<file path="config.mk">
export PLATFORM = sky130hd
export DESIGN_NAME = instr_decoder_top
export DESIGN_NICKNAME = d
export VERILOG_FILES = /design/src/logic/rv_decode_pkg.sv /design/src/logic/alu_op_decode.sv /design/src/logic/flow_mem_decode.sv /design/src/logic/system_decode.sv /design/src/logic/decode_stage.sv /design/src/logic/instr_decoder_top.sv
export SDC_FILE = /design/constraint.sdc
export NUM_CORES = 1
export LEC_CHECK = 0
export BUFFER_PORTS_ARGS = -buffer_cell sky130_fd_sc_hd__clkbuf_2
export CELL_PAD_IN_SITES_DETAIL_PLACEMENT = 1
export CELL_PAD_IN_SITES_GLOBAL_PLACEMENT = 1
export CORE_AREA = 2 2 67 69
export CTS_CLUSTER_DIAMETER = 60
export DETAILED_ROUTE_END_ITERATION = 6
export DIE_AREA = 0 0 69 71
export GPL_TIMING_DRIVEN = 0
export PLACE_DENSITY_LB_ADDON = 0.12
export SYNTH_ARGS = -nofsm -noshare
export SYNTH_HDL_FRONTEND = slang
export SYNTH_SLANG_ARGS = --single-unit
export TNS_END_PERCENT = 100
</file>
<file path="constraint.sdc">
create_clock -name clk_i -period 1.6 [get_ports clk_i]
set_input_delay 0.08 -clock clk_i [delete_from_list [all_inputs] [get_ports clk_i]]
set_output_delay 0.08 -clock clk_i [all_outputs]
set_load 0.05 [all_outputs]
</file>
<file path="src/logic/rv_decode_pkg.sv">
package rv_decode_pkg;

   // Major opcodes, instruction bits 6:2
   localparam logic [4:0] OPC_LOAD   = 5'b00000;
   localparam logic [4:0] OPC_OP_IMM = 5'b00100;
   localparam logic [4:0] OPC_AUIPC  = 5'b00101;
   localparam logic [4:0] OPC_STORE  = 5'b01000;
   localparam logic [4:0] OPC_OP     = 5'b01100;
   localparam logic [4:0] OPC_LUI    = 5'b01101;
   localparam logic [4:0] OPC_BRANCH = 5'b11000;
   localparam logic [4:0] OPC_JALR   = 5'b11001;
   localparam logic [4:0] OPC_JAL    = 5'b11011;
   localparam logic [4:0] OPC_SYSTEM = 5'b11100;

   // ALU funct3, shared by immediate and register forms
   localparam logic [2:0] F3_ADD  = 3'b000;
   localparam logic [2:0] F3_SLL  = 3'b001;
   localparam logic [2:0] F3_SLT  = 3'b010;
   localparam logic [2:0] F3_SLTU = 3'b011;
   localparam logic [2:0] F3_XOR  = 3'b100;
   localparam logic [2:0] F3_SR   = 3'b101;
   localparam logic [2:0] F3_OR   = 3'b110;
   localparam logic [2:0] F3_AND  = 3'b111;

   // Memory, branch and jump funct3
   localparam logic [2:0] F3_LB   = 3'b000;
   localparam logic [2:0] F3_LH   = 3'b001;
   localparam logic [2:0] F3_LW   = 3'b010;
   localparam logic [2:0] F3_LBU  = 3'b100;
   localparam logic [2:0] F3_LHU  = 3'b101;
   localparam logic [2:0] F3_SB   = 3'b000;
   localparam logic [2:0] F3_SH   = 3'b001;
   localparam logic [2:0] F3_SW   = 3'b010;
   localparam logic [2:0] F3_BEQ  = 3'b000;
   localparam logic [2:0] F3_BNE  = 3'b001;
   localparam logic [2:0] F3_BLT  = 3'b100;
   localparam logic [2:0] F3_BGE  = 3'b101;
   localparam logic [2:0] F3_BLTU = 3'b110;
   localparam logic [2:0] F3_BGEU = 3'b111;
   localparam logic [2:0] F3_JALR = 3'b000;

   // System funct3
   localparam logic [2:0] F3_PRIV   = 3'b000;
   localparam logic [2:0] F3_CSRRW  = 3'b001;
   localparam logic [2:0] F3_CSRRS  = 3'b010;
   localparam logic [2:0] F3_CSRRC  = 3'b011;
   localparam logic [2:0] F3_CSRRWI = 3'b101;
   localparam logic [2:0] F3_CSRRSI = 3'b110;
   localparam logic [2:0] F3_CSRRCI = 3'b111;

   localparam logic [6:0] F7_BASE = 7'b0000000;
   localparam logic [6:0] F7_ALT  = 7'b0100000;
   localparam logic [6:0] F7_MDU  = 7'b0000001;

   localparam logic [11:0] F12_ECALL  = 12'h000;
   localparam logic [11:0] F12_EBREAK = 12'h001;
   localparam logic [11:0] F12_WFI    = 12'h105;
   localparam logic [11:0] F12_MRET   = 12'h302;

   typedef enum logic [3:0] {
      ALU_ADD    = 4'd0,
      ALU_SUB    = 4'd1,
      ALU_SLL    = 4'd3,
      ALU_SLT    = 4'd4,
      ALU_SLTU   = 4'd5,
      ALU_XOR    = 4'd6,
      ALU_SRL    = 4'd7,
      ALU_SRA    = 4'd8,
      ALU_OR     = 4'd9,
      ALU_AND    = 4'd10,
      ALU_PASS_B = 4'd12
   } alu_op_e;

   // Code 2 stays reserved
   typedef enum logic [1:0] {
      UNIT_ALU = 2'd0,
      UNIT_MDU = 2'd1,
      UNIT_CSR = 2'd3
   } unit_sel_e;

   typedef enum logic [1:0] {
      WB_UNIT_RESULT = 2'd0,
      WB_LOAD_DATA   = 2'd1,
      WB_PC_PLUS4    = 2'd3
   } wb_sel_e;

   typedef enum logic [1:0] {
      CSR_NONE  = 2'd0,
      CSR_WRITE = 2'd1,
      CSR_SET   = 2'd2,
      CSR_CLEAR = 2'd3
   } csr_op_e;

   typedef enum logic [3:0] {
      EXC_ILLEGAL_INSTR = 4'd2,
      EXC_BREAKPOINT    = 4'd3,
      EXC_ECALL_M       = 4'd11
   } exc_code_e;

   typedef struct packed {
      logic [6:0] funct7;
      logic [4:0] rs2;
      logic [4:0] rs1;
      logic [2:0] funct3;
      logic [4:0] rd;
      logic [4:0] opcode;
   } instr_r_t;

   typedef struct packed {
      logic [11:0] funct12;
      logic [4:0]  rs1;
      logic [2:0]  funct3;
      logic [4:0]  rd;
      logic [4:0]  opcode;
   } instr_i_t;

   // Instruction bits 31:2
   typedef union packed {
      instr_r_t r;
      instr_i_t i;
   } instr_u;

   typedef struct packed {
      logic       exc_valid;
      exc_code_e  exc_code;
      logic       is_mret;
      unit_sel_e  unit_sel;
      logic       csr_en;
      csr_op_e    csr_op;
      logic       csr_src_imm;
      alu_op_e    alu_op;
      logic       mdu_en;
      logic [2:0] mdu_op;
      logic       rs2_negate;
      logic       reg_wr_en;
      wb_sel_e    wb_sel;
      logic       op1_sel;
      logic       op2_sel;
      logic       is_load;
      logic       is_store;
   } decode_ctrl_t;

endpackage

</file>
<file path="src/logic/alu_op_decode.sv">
`timescale 1ns/1ps

module alu_op_decode (
   input  rv_decode_pkg::instr_u       instr_i,
   input  logic                        m_ext_en_i,
   output logic                        hit_o,
   output rv_decode_pkg::decode_ctrl_t ctrl_o
);
   import rv_decode_pkg::*;

   logic [6:0] imm_funct7;
   logic       imm_is_shift;

   // ALU operation for funct7 of zero
   function automatic alu_op_e base_alu_op(input logic [2:0] funct3);
      alu_op_e op;
      case (funct3)
         F3_ADD:  op = ALU_ADD;
         F3_SLL:  op = ALU_SLL;
         F3_SLT:  op = ALU_SLT;
         F3_SLTU: op = ALU_SLTU;
         F3_XOR:  op = ALU_XOR;
         F3_SR:   op = ALU_SRL;
         F3_OR:   op = ALU_OR;
         default: op = ALU_AND;
      endcase
      return op;
   endfunction

   // Shift immediates carry a funct7 in the upper immediate bits
   assign imm_funct7   = instr_i.i.funct12[11:5];
   assign imm_is_shift = (instr_i.i.funct3 == F3_SLL) || (instr_i.i.funct3 == F3_SR);

   always_comb begin
      ctrl_o = '0;
      hit_o  = 1'b0;
      case (instr_i.r.opcode)
         OPC_OP_IMM: begin
            if (!imm_is_shift || imm_funct7 == F7_BASE) begin
               hit_o         = 1'b1;
               ctrl_o.alu_op = base_alu_op(instr_i.i.funct3);
            end else if (instr_i.i.funct3 == F3_SR && imm_funct7 == F7_ALT) begin
               hit_o         = 1'b1;
               ctrl_o.alu_op = ALU_SRA;
            end
            ctrl_o.reg_wr_en = hit_o;
            ctrl_o.op2_sel   = hit_o;
         end
         OPC_OP: begin
            case (instr_i.r.funct7)
               F7_BASE: begin
                  hit_o         = 1'b1;
                  ctrl_o.alu_op = base_alu_op(instr_i.r.funct3);
               end
               F7_ALT: begin
                  if (instr_i.r.funct3 == F3_ADD) begin
                     hit_o             = 1'b1;
                     ctrl_o.alu_op     = ALU_SUB;
                     ctrl_o.rs2_negate = 1'b1;
                  end else if (instr_i.r.funct3 == F3_SR) begin
                     hit_o         = 1'b1;
                     ctrl_o.alu_op = ALU_SRA;
                  end
               end
               F7_MDU: begin
                  if (m_ext_en_i) begin
                     hit_o           = 1'b1;
                     ctrl_o.unit_sel = UNIT_MDU;
                     ctrl_o.mdu_en   = 1'b1;
                     ctrl_o.mdu_op   = instr_i.r.funct3;
                  end
               end
               default: ;
            endcase
            ctrl_o.reg_wr_en = hit_o;
         end
         default: ;
      endcase
   end

endmodule

</file>
<file path="src/logic/flow_mem_decode.sv">
`timescale 1ns/1ps

module flow_mem_decode (
   input  rv_decode_pkg::instr_u       instr_i,
   output logic                        hit_o,
   output rv_decode_pkg::decode_ctrl_t ctrl_o
);
   import rv_decode_pkg::*;

   always_comb begin
      ctrl_o = '0;
      hit_o  = 1'b0;
      case (instr_i.i.opcode)
         OPC_LOAD: begin
            case (instr_i.i.funct3)
               F3_LB, F3_LH, F3_LW, F3_LBU, F3_LHU: begin
                  hit_o            = 1'b1;
                  ctrl_o.reg_wr_en = 1'b1;
                  ctrl_o.wb_sel    = WB_LOAD_DATA;
                  ctrl_o.op2_sel   = 1'b1;
                  ctrl_o.is_load   = 1'b1;
               end
               default: ;
            endcase
         end
         OPC_STORE: begin
            case (instr_i.i.funct3)
               F3_SB, F3_SH, F3_SW: begin
                  hit_o           = 1'b1;
                  ctrl_o.op2_sel  = 1'b1;
                  ctrl_o.is_store = 1'b1;
               end
               default: ;
            endcase
         end
         OPC_BRANCH: begin
            case (instr_i.i.funct3)
               F3_BEQ, F3_BNE, F3_BLT, F3_BGE, F3_BLTU, F3_BGEU: begin
                  // Target is PC plus offset
                  hit_o          = 1'b1;
                  ctrl_o.op1_sel = 1'b1;
                  ctrl_o.op2_sel = 1'b1;
               end
               default: ;
            endcase
         end
         OPC_LUI: begin
            hit_o            = 1'b1;
            ctrl_o.alu_op    = ALU_PASS_B;
            ctrl_o.reg_wr_en = 1'b1;
            ctrl_o.op2_sel   = 1'b1;
         end
         OPC_AUIPC: begin
            hit_o            = 1'b1;
            ctrl_o.reg_wr_en = 1'b1;
            ctrl_o.op1_sel   = 1'b1;
            ctrl_o.op2_sel   = 1'b1;
         end
         OPC_JAL: begin
            hit_o            = 1'b1;
            ctrl_o.reg_wr_en = 1'b1;
            ctrl_o.wb_sel    = WB_PC_PLUS4;
            ctrl_o.op1_sel   = 1'b1;
            ctrl_o.op2_sel   = 1'b1;
         end
         OPC_JALR: begin
            // Base from rs1, link address written back
            if (instr_i.i.funct3 == F3_JALR) begin
               hit_o            = 1'b1;
               ctrl_o.reg_wr_en = 1'b1;
               ctrl_o.wb_sel    = WB_PC_PLUS4;
               ctrl_o.op2_sel   = 1'b1;
            end
         end
         default: ;
      endcase
   end

endmodule

</file>
<file path="src/logic/system_decode.sv">
`timescale 1ns/1ps

module system_decode (
   input  rv_decode_pkg::instr_u       instr_i,
   output logic                        hit_o,
   output rv_decode_pkg::decode_ctrl_t ctrl_o
);
   import rv_decode_pkg::*;

   logic priv_regs_zero;

   assign priv_regs_zero = (instr_i.i.rd == 5'd0) && (instr_i.i.rs1 == 5'd0);

   always_comb begin
      ctrl_o = '0;
      hit_o  = 1'b0;
      if (instr_i.i.opcode == OPC_SYSTEM) begin
         case (instr_i.i.funct3)
            F3_CSRRW, F3_CSRRS, F3_CSRRC,
            F3_CSRRWI, F3_CSRRSI, F3_CSRRCI: begin
               hit_o            = 1'b1;
               ctrl_o.unit_sel  = UNIT_CSR;
               ctrl_o.csr_en    = 1'b1;
               // Low funct3 bits already match the csr_op encoding
               ctrl_o.csr_op      = csr_op_e'(instr_i.i.funct3[1:0]);
               ctrl_o.csr_src_imm = instr_i.i.funct3[2];
               ctrl_o.reg_wr_en   = 1'b1;
            end
            F3_PRIV: begin
               if (priv_regs_zero) begin
                  case (instr_i.i.funct12)
                     F12_ECALL: begin
                        hit_o            = 1'b1;
                        ctrl_o.exc_valid = 1'b1;
                        ctrl_o.exc_code  = EXC_ECALL_M;
                     end
                     F12_EBREAK: begin
                        hit_o            = 1'b1;
                        ctrl_o.exc_valid = 1'b1;
                        ctrl_o.exc_code  = EXC_BREAKPOINT;
                     end
                     F12_MRET: begin
                        hit_o          = 1'b1;
                        ctrl_o.is_mret = 1'b1;
                     end
                     // No sleep state here, so WFI retires as a no-op
                     F12_WFI: hit_o = 1'b1;
                     default: ;
                  endcase
               end
            end
            default: ;
         endcase
      end
   end

endmodule

</file>
<file path="src/logic/decode_stage.sv">
`timescale 1ns/1ps

module decode_stage (
   input  logic                        clk_i,
   input  logic                        arst_n_i,
   input  logic                        valid_i,
   input  logic                        alu_hit_i,
   input  logic                        flow_hit_i,
   input  logic                        sys_hit_i,
   input  rv_decode_pkg::decode_ctrl_t alu_ctrl_i,
   input  rv_decode_pkg::decode_ctrl_t flow_ctrl_i,
   input  rv_decode_pkg::decode_ctrl_t sys_ctrl_i,
   output logic                        valid_o,
   output rv_decode_pkg::decode_ctrl_t ctrl_o
);
   import rv_decode_pkg::*;

   logic         any_hit;
   decode_ctrl_t merged_ctrl;
   decode_ctrl_t next_ctrl;

   // Decoders that miss drive zero, so a plain OR merges them
   assign any_hit     = alu_hit_i | flow_hit_i | sys_hit_i;
   assign merged_ctrl = decode_ctrl_t'(alu_ctrl_i | flow_ctrl_i | sys_ctrl_i);

   always_comb begin
      next_ctrl = merged_ctrl;
      if (!any_hit) begin
         next_ctrl           = '0;
         next_ctrl.exc_valid = 1'b1;
         next_ctrl.exc_code  = EXC_ILLEGAL_INSTR;
      end
   end

   // Control holds its last value through bubbles
   always_ff @(posedge clk_i or negedge arst_n_i) begin
      if (!arst_n_i) begin
         valid_o <= 1'b0;
         ctrl_o  <= '0;
      end else begin
         valid_o <= valid_i;
         if (valid_i) begin
            ctrl_o <= next_ctrl;
         end
      end
   end

endmodule

</file>
<file path="src/logic/instr_decoder_top.sv">
`timescale 1ns/1ps

module instr_decoder_top (
   input  logic                        clk_i,
   input  logic                        arst_n_i,
   input  logic                        valid_i,
   input  rv_decode_pkg::instr_u       instr_i,
   input  logic                        m_ext_en_i,
   output logic                        valid_o,
   output rv_decode_pkg::decode_ctrl_t ctrl_o
);
   import rv_decode_pkg::*;

   logic         alu_hit;
   logic         flow_hit;
   logic         sys_hit;
   decode_ctrl_t alu_ctrl;
   decode_ctrl_t flow_ctrl;
   decode_ctrl_t sys_ctrl;

   alu_op_decode i_alu_op_decode (
      .instr_i    (instr_i),
      .m_ext_en_i (m_ext_en_i),
      .hit_o      (alu_hit),
      .ctrl_o     (alu_ctrl)
   );

   flow_mem_decode i_flow_mem_decode (
      .instr_i (instr_i),
      .hit_o   (flow_hit),
      .ctrl_o  (flow_ctrl)
   );

   system_decode i_system_decode (
      .instr_i (instr_i),
      .hit_o   (sys_hit),
      .ctrl_o  (sys_ctrl)
   );

   decode_stage i_decode_stage (
      .clk_i       (clk_i),
      .arst_n_i    (arst_n_i),
      .valid_i     (valid_i),
      .alu_hit_i   (alu_hit),
      .flow_hit_i  (flow_hit),
      .sys_hit_i   (sys_hit),
      .alu_ctrl_i  (alu_ctrl),
      .flow_ctrl_i (flow_ctrl),
      .sys_ctrl_i  (sys_ctrl),
      .valid_o     (valid_o),
      .ctrl_o      (ctrl_o)
   );

endmodule

</file>
Word-level counts from Yosys, hierarchy flattened. Cells that the tools add are included.

Bits of input ports: 34. Output and inout port bits: 29. Word-level logic and storage cells: 112. Register bits: 29.

Bitwise operators: 4. Reductions and logical operators: 18. Mux-type cells: 51. Equality and inequality tests: 21.

Operator list (count): 28-bit two-way mux (1); 4-bit two-way mux (7); 28-bit OR (1); 4-bit one-hot mux with 7 select lines (1); 22-bit by 16-bit OR with 22-bit output (1); 1-bit two-way mux (21); 5-bit equality test (second input constant) (4); 6-bit two-way mux (3); 4-bit one-hot mux with 2 select lines (2); 5-bit by 4-bit equality test with 1-bit output (second input constant) (3); 5-bit zero test (3); 12-bit by 1-bit equality test with 1-bit output (second input constant) (1); 12-bit by 10-bit equality test with 1-bit output (second input constant) (1); 12-bit by 9-bit equality test with 1-bit output (second input constant) (1); 3-bit equality test (second input constant) (4); 12-bit zero test (1); 12-bit two-way mux (1); 6-bit OR reduction (2); 5-bit by 3-bit equality test with 1-bit output (second input constant) (2); 1-bit one-hot mux with 5 select lines (2); 5-bit one-hot mux with 2 select lines (1); 7-bit by 1-bit equality test with 1-bit output (second input constant) (1); 7-bit by 6-bit equality test with 1-bit output (second input constant) (1); 7-bit zero test (1); 17 further kinds (28).

Logic depth before layout (Yosys ltp).
Depth after elaboration: 9. Gate-level depth with buffers: 7. Depth with buffers taken out: 6.

Cells and area by module. Synthesis repeated with hierarchy kept, for this count alone.

Cell total of the unflattened synthesis: 285. Area total of the unflattened synthesis: 2513.7 µm².

By module, submodules not included: decode_stage (seq. area each 725.7 µm², cells an instance 123, area an instance 1301.2 µm², instances 1); alu_op_decode (seq. area each 0.0 µm², cells an instance 67, area an instance 488.0 µm², instances 1); system_decode (seq. area each 0.0 µm², cells an instance 46, area an instance 369.1 µm², instances 1); flow_mem_decode (seq. area each 0.0 µm², cells an instance 49, area an instance 355.3 µm², instances 1).

Worst setup path before layout. OpenSTA, ideal clock, no wires.

Path kind: input to register. Start: input instr_i[24] in the netlist's numbering. End: register, netlist name i_decode_stage.ctrl_o[24]. Required time: 1.465 ns. Stages: 5. Setup time: 0.135 ns. Arrival time: 1.495 ns. Path buffers: 0. Slack: -0.030 ns. Path through: or4_4 o31a_1 or4_4 nand3_1 o311ai_1.

Longest elaborated chain between the ends: 8. Elaborated cells between the ends (all ways): 26. Those cells by class: eq/ne: 5; mux: 13; bitwise: 3; reduce/logical: 5.

Ends and longest elaborated chain: from (decl) (line instr_decoder_top.sv:7) `input rv_decode_pkg::instr_u instr_i,`; 12-bit by 9-bit equality test with 1-bit output, or another cell as far along (line system_decode.sv:31) `case (instr_i.i.funct12)`; 4-bit OR reduction (no line) / 1-bit logical AND (equally long branches); 1-bit two-way mux (on tied branches) (line system_decode.sv:31, alu_op_decode.sv:42); 1-bit two-way mux (on tied branches) (line system_decode.sv:30, alu_op_decode.sv:39); 1-bit one-hot mux with 2 select lines (on tied branches) (line system_decode.sv:18, alu_op_decode.sv:37); 1-bit two-way mux / 1-bit OR (equally long branches) (line system_decode.sv:17, decode_stage.sv:23); 1-bit OR (line decode_stage.sv:23) `assign any_hit = alu_hit_i | flow_hit_i | sys_hit_i;`; 28-bit two-way mux * (line decode_stage.sv:28) `if (!any_hit) begin`.

Mark *: on every way between the ends. The rest lies on a longest branch, timed or not. A chain may end at the register's enable or synchronous reset.

Worst setup path in the final report.
Start: input instr_i[24] in the netlist's numbering. End: register, netlist name i_decode_stage.ctrl_o[14].

Longest elaborated chain between the ends: 8. Elaborated cells between the ends (all ways): 26. Those cells by class: eq/ne: 5; mux: 12; bitwise: 4; reduce/logical: 5.

Ends and longest elaborated chain (line): 12-bit by 9-bit equality test with 1-bit output, or another cell as far along (system_decode.sv:31); 4-bit OR reduction (no line) / 1-bit logical AND (equally long branches); 1-bit two-way mux (on tied branches) (system_decode.sv:31, alu_op_decode.sv:42); 1-bit two-way mux (on tied branches) (system_decode.sv:30, alu_op_decode.sv:39); 1-bit one-hot mux with 2 select lines (on tied branches) (system_decode.sv:18, alu_op_decode.sv:37); 1-bit two-way mux / 1-bit OR (equally long branches) (system_decode.sv:17, decode_stage.sv:23); 1-bit OR (decode_stage.sv:23); 28-bit two-way mux * (decode_stage.sv:28).

Marks and branches as above.

==> results.py <==
metrics = {
    "detailed_routing": {
        "drt_iter0_drc": 66,
        "via_per_inst": 5.425,
        "wl_met2_um": 2440,
        "m1WireLength_um": 2056,
        "drt_wl_total_um": 4738,
        "dr_total_vias": 1519,
        "firstDrtPassIters": 5,
        "wl_met3_um": 183,
        "ant_nets": 0,
        "top_layer_used": "met4",
        "route.detailed.drc": 0,
        "wl_per_cell_um": 16.92,
    },
    "pwr": {
        "leakage_uw": 0.0009541,
        "design_power_total_uw": 1584,
        "ir_drop_v": 0.0003914,
        "p_per_area_mw_per_mm2": 805.3,
    },
    "worst_setup_path": {
        "slowest_delay_ps": 560,
        "crit_slowest_cell": "or4_4",
        "crit_path_end": "i_decode_stage.ctrl_o[14]$_DFFE_PN0P_",
        "worst_ep_required_time_ps": 1810,
        "crit_type": "primary input to flip-flop",
        "regToRegEndpoint": "i_decode_stage.ctrl_o[21]$_DFFE_PN0P_",
        "rr_worst_depth": 1,
        "worstPathMaxFanout": 4,
        "arrival_ps": 1760,
        "crit_path_end_kind": "flip-flop",
        "worstSetupStartpoint": "instr_i[24]",
        "r2r-start": "i_decode_stage.ctrl_o[21]$_DFFE_PN0P_",
        "ff2ff_setup_slack_ps": 810,
        "cp_cell_sequence": "clkbuf_2 -> or4_4 -> or3_1 -> a211o_2 -> a2bb2oi_1 -> a21oi_1",
        "setup.worst_path.start_class": "primary input",
    },
    "floorplan": {
        "die_w_um": 69,
        "die_area_mm2": 0.004899,
        "fp-row-count": 24,
        "initial_core_util": 0.3562,
        "die_h_um": 71,
        "core_area_mm2": 0.004204,
        "pin_count": 63,
    },
    "synthesis": {
        "synth_seq_cells": 26,
        "yosys-top-cells-area": "dfrtp_1 43%, o21ai_0 3.7%, ha_1 3.3%, nand2_1 3.3%, o2bb2ai_1 2.9%",
        "yosys_warnings": 0,
        "synthDistinctLibCells": 48,
        "synth_area_leader_cell": "dfrtp_1",
        "synth_top_area_share": 0.4344,
        "synth_ff_type": "dfrtp_1",
        "syn_area_mm2": 0.001498,
        "post_synth.cell_area_avg_um2": 9.188,
        "syn_inst": 163,
        "yosysSeqAreaShare": 0.4344,
        "synth_edf_count": 0,
        "ys_async_sr_fraction": 1.000,
        "syn_nets": 201,
    },
    "finish": {
        "drive_gt1_frac": 0.3421,
        "nets": 267,
        "n_antenna_cell": 0,
        "final_util": 0.4679,
        "syn2layout_area_growth_pct": 31.33,
        "finalInstanceArea_mm2": 0.001967,
    },
    "timing": {
        "fmax_ghz": 0.6411,
        "clock_skew_ps": 0,
        "drv_slew": 0,
        "setup_viol": 0,
        "fin_crit_ps": 1560,
        "fin_crit_sh": 0.9749,
        "rsz0062_at_grt": "no",
        "worstMarginPinSlew_ps": 655.4,
        "finalHoldViolCount": 0,
        "maxSlewHeadroom": 0.5630,
        "finalSetupTns_ps": 0,
    },
    "min_path": {
        "hold_class": "primary input to flip-flop",
    },
    "global_route": {
        "overflow": 0,
        "grt_pass1_vias": 1568,
        "grt_usage": 0.1981,
        "grt_max_degree": 27,
        "antenna_found_initial": 0,
        "grt_first_pass_wirelength_um": 7776,
    },
    "cts": {
        "cts_sinks": 26,
        "clk_latency_ps": 270,
        "max-clock-path-buffers": 2,
        "cts_inserted_buffers": 3,
        "clk_pin_slew_ps": 100,
        "htreeDepth": 1,
        "cts_tree": "done",
        "postCtsSetupBuffers": 0,
        "root_buffer": "clkbuf_8",
    },
    "run_status": {
        "status": "finished clean",
    },
    "place": {
        "gp_congestion": 0.8194,
        "placed_area_mm2": 0.001863,
        "io_buffers": 59,
        "dp_hpwl_um": 3724,
    },
    "run": {
        "cap_violations": 0,
    },
}
layer usage:
metal  track usage  up-vias
li1              -      727
met1        0.2532      751
met2        0.3558       35
met4       0.04575        0
met3       0.02849        6
met5             0        -
critical path, delay by kind of cell:
kind	cells	cell delay [ps]
compound gates	3	680
simple gates	2	910
buf+inv	1	100
state kept, by name (all words and copies together) (netlist names):
register,cells
i_decode_stage.ctrl_o,25
i_decode_stage.valid_o,1
Yosys cell counts, drive strengths merged (3+ instances only):
cell	number
a21oi	8
a22o	3
and3	3
buf	4
clkbuf	9
dfrtp	26
ha	4
inv	7
nand2	13
nand3	6
nand4	3
nor2	9
nor2b	6
nor3	4
nor4	6
o21ai	11
o22a	3
o2bb2ai	5
or4	4
power breakdown:
group	switching, µW	internal, µW
clock	223	335
sequential	13.1	677
combinational	232	104
cells by family (layout without fill, tap and decap cells):
kind of cell / after synthesis / after routing / share of synthesized area
AND/OR/NAND/NOR: 62 / 62 / 0.2273
AO/OA/AOI/OAI: 46 / 46 / 0.2222
flip-flops: 26 / 26 / 0.4344
buffers and inverters: 21 / 86 / 0.06098
adder cells (fa/ha/maj): 4 / 4 / 0.03342
XOR/XNOR: 2 / 2 / 0.01170
other: 1 / 1 / 0.002504
multiplexers: 1 / 1 / 0.007518
through the flow:
step,hold WS (ps),cells,setup slack (ps)
floorplan,-215.6,163,8.361
global placement,128.6,274,-524.6
detailed placement,147.9,274,-689.8
CTS,189.7,280,23.61
global route,230.8,280,10.80
finish,196.6,280,40.21
how the worst min path moves through the flow:
stage	endpoint	cells after the start	startpoint	slack (ps)
global route	i_decode_stage.ctrl_o[1]$_DFFE_PN0P_	4	instr_i[2]	230
detailed placement	i_decode_stage.ctrl_o[20]$_DFFE_PN0P_	1	arst_n_i	150
floorplan	i_decode_stage.ctrl_o[0]$_DFFE_PN0P_	0	arst_n_i	-220
finish	i_decode_stage.ctrl_o[22]$_DFFE_PN0P_	4	instr_i[20]	200
CTS	i_decode_stage.ctrl_o[22]$_DFFE_PN0P_	4	instr_i[20]	190
global placement	i_decode_stage.valid_o$_DFF_PN0_	1	arst_n_i	130
layout by cell type (no fill, tap or decap), drive strengths merged, types with 6 or more instances in the layout:
cell type	Yosys	final
clkbuf	9	70
dfrtp	26	26
nand2	13	13
o21ai	11	11
nor2	9	9
a21oi	8	8
inv	7	7
nor2b	6	6
nor4	6	6
nand3	6	6
final cells by class:
| class | count | area, µm² |
|---|---|---|
| clock inverters | 1 | 30.03 |
| well taps | 52 | 65.06 |
| multi-input cells | 116 | 765.7 |
| repair buffers | 62 | 325.3 |
| flip-flops and latches | 26 | 650.6 |
| clock buffers | 3 | 41.29 |
| plain buffers | 12 | 58.81 |
| inverters | 8 | 30.03 |
| fillers | 515 | 2237 |
repair_timing:
action / 4_1_cts / 5_1_grt
setup endpoints to repair: 5 / 4
hold endpoints to repair: 28 / 0
hold buffers: 3 / 0
gates cloned: 0 / 0
gates resized for setup: 1 / 2
Power figures use the tool's default switching activity.
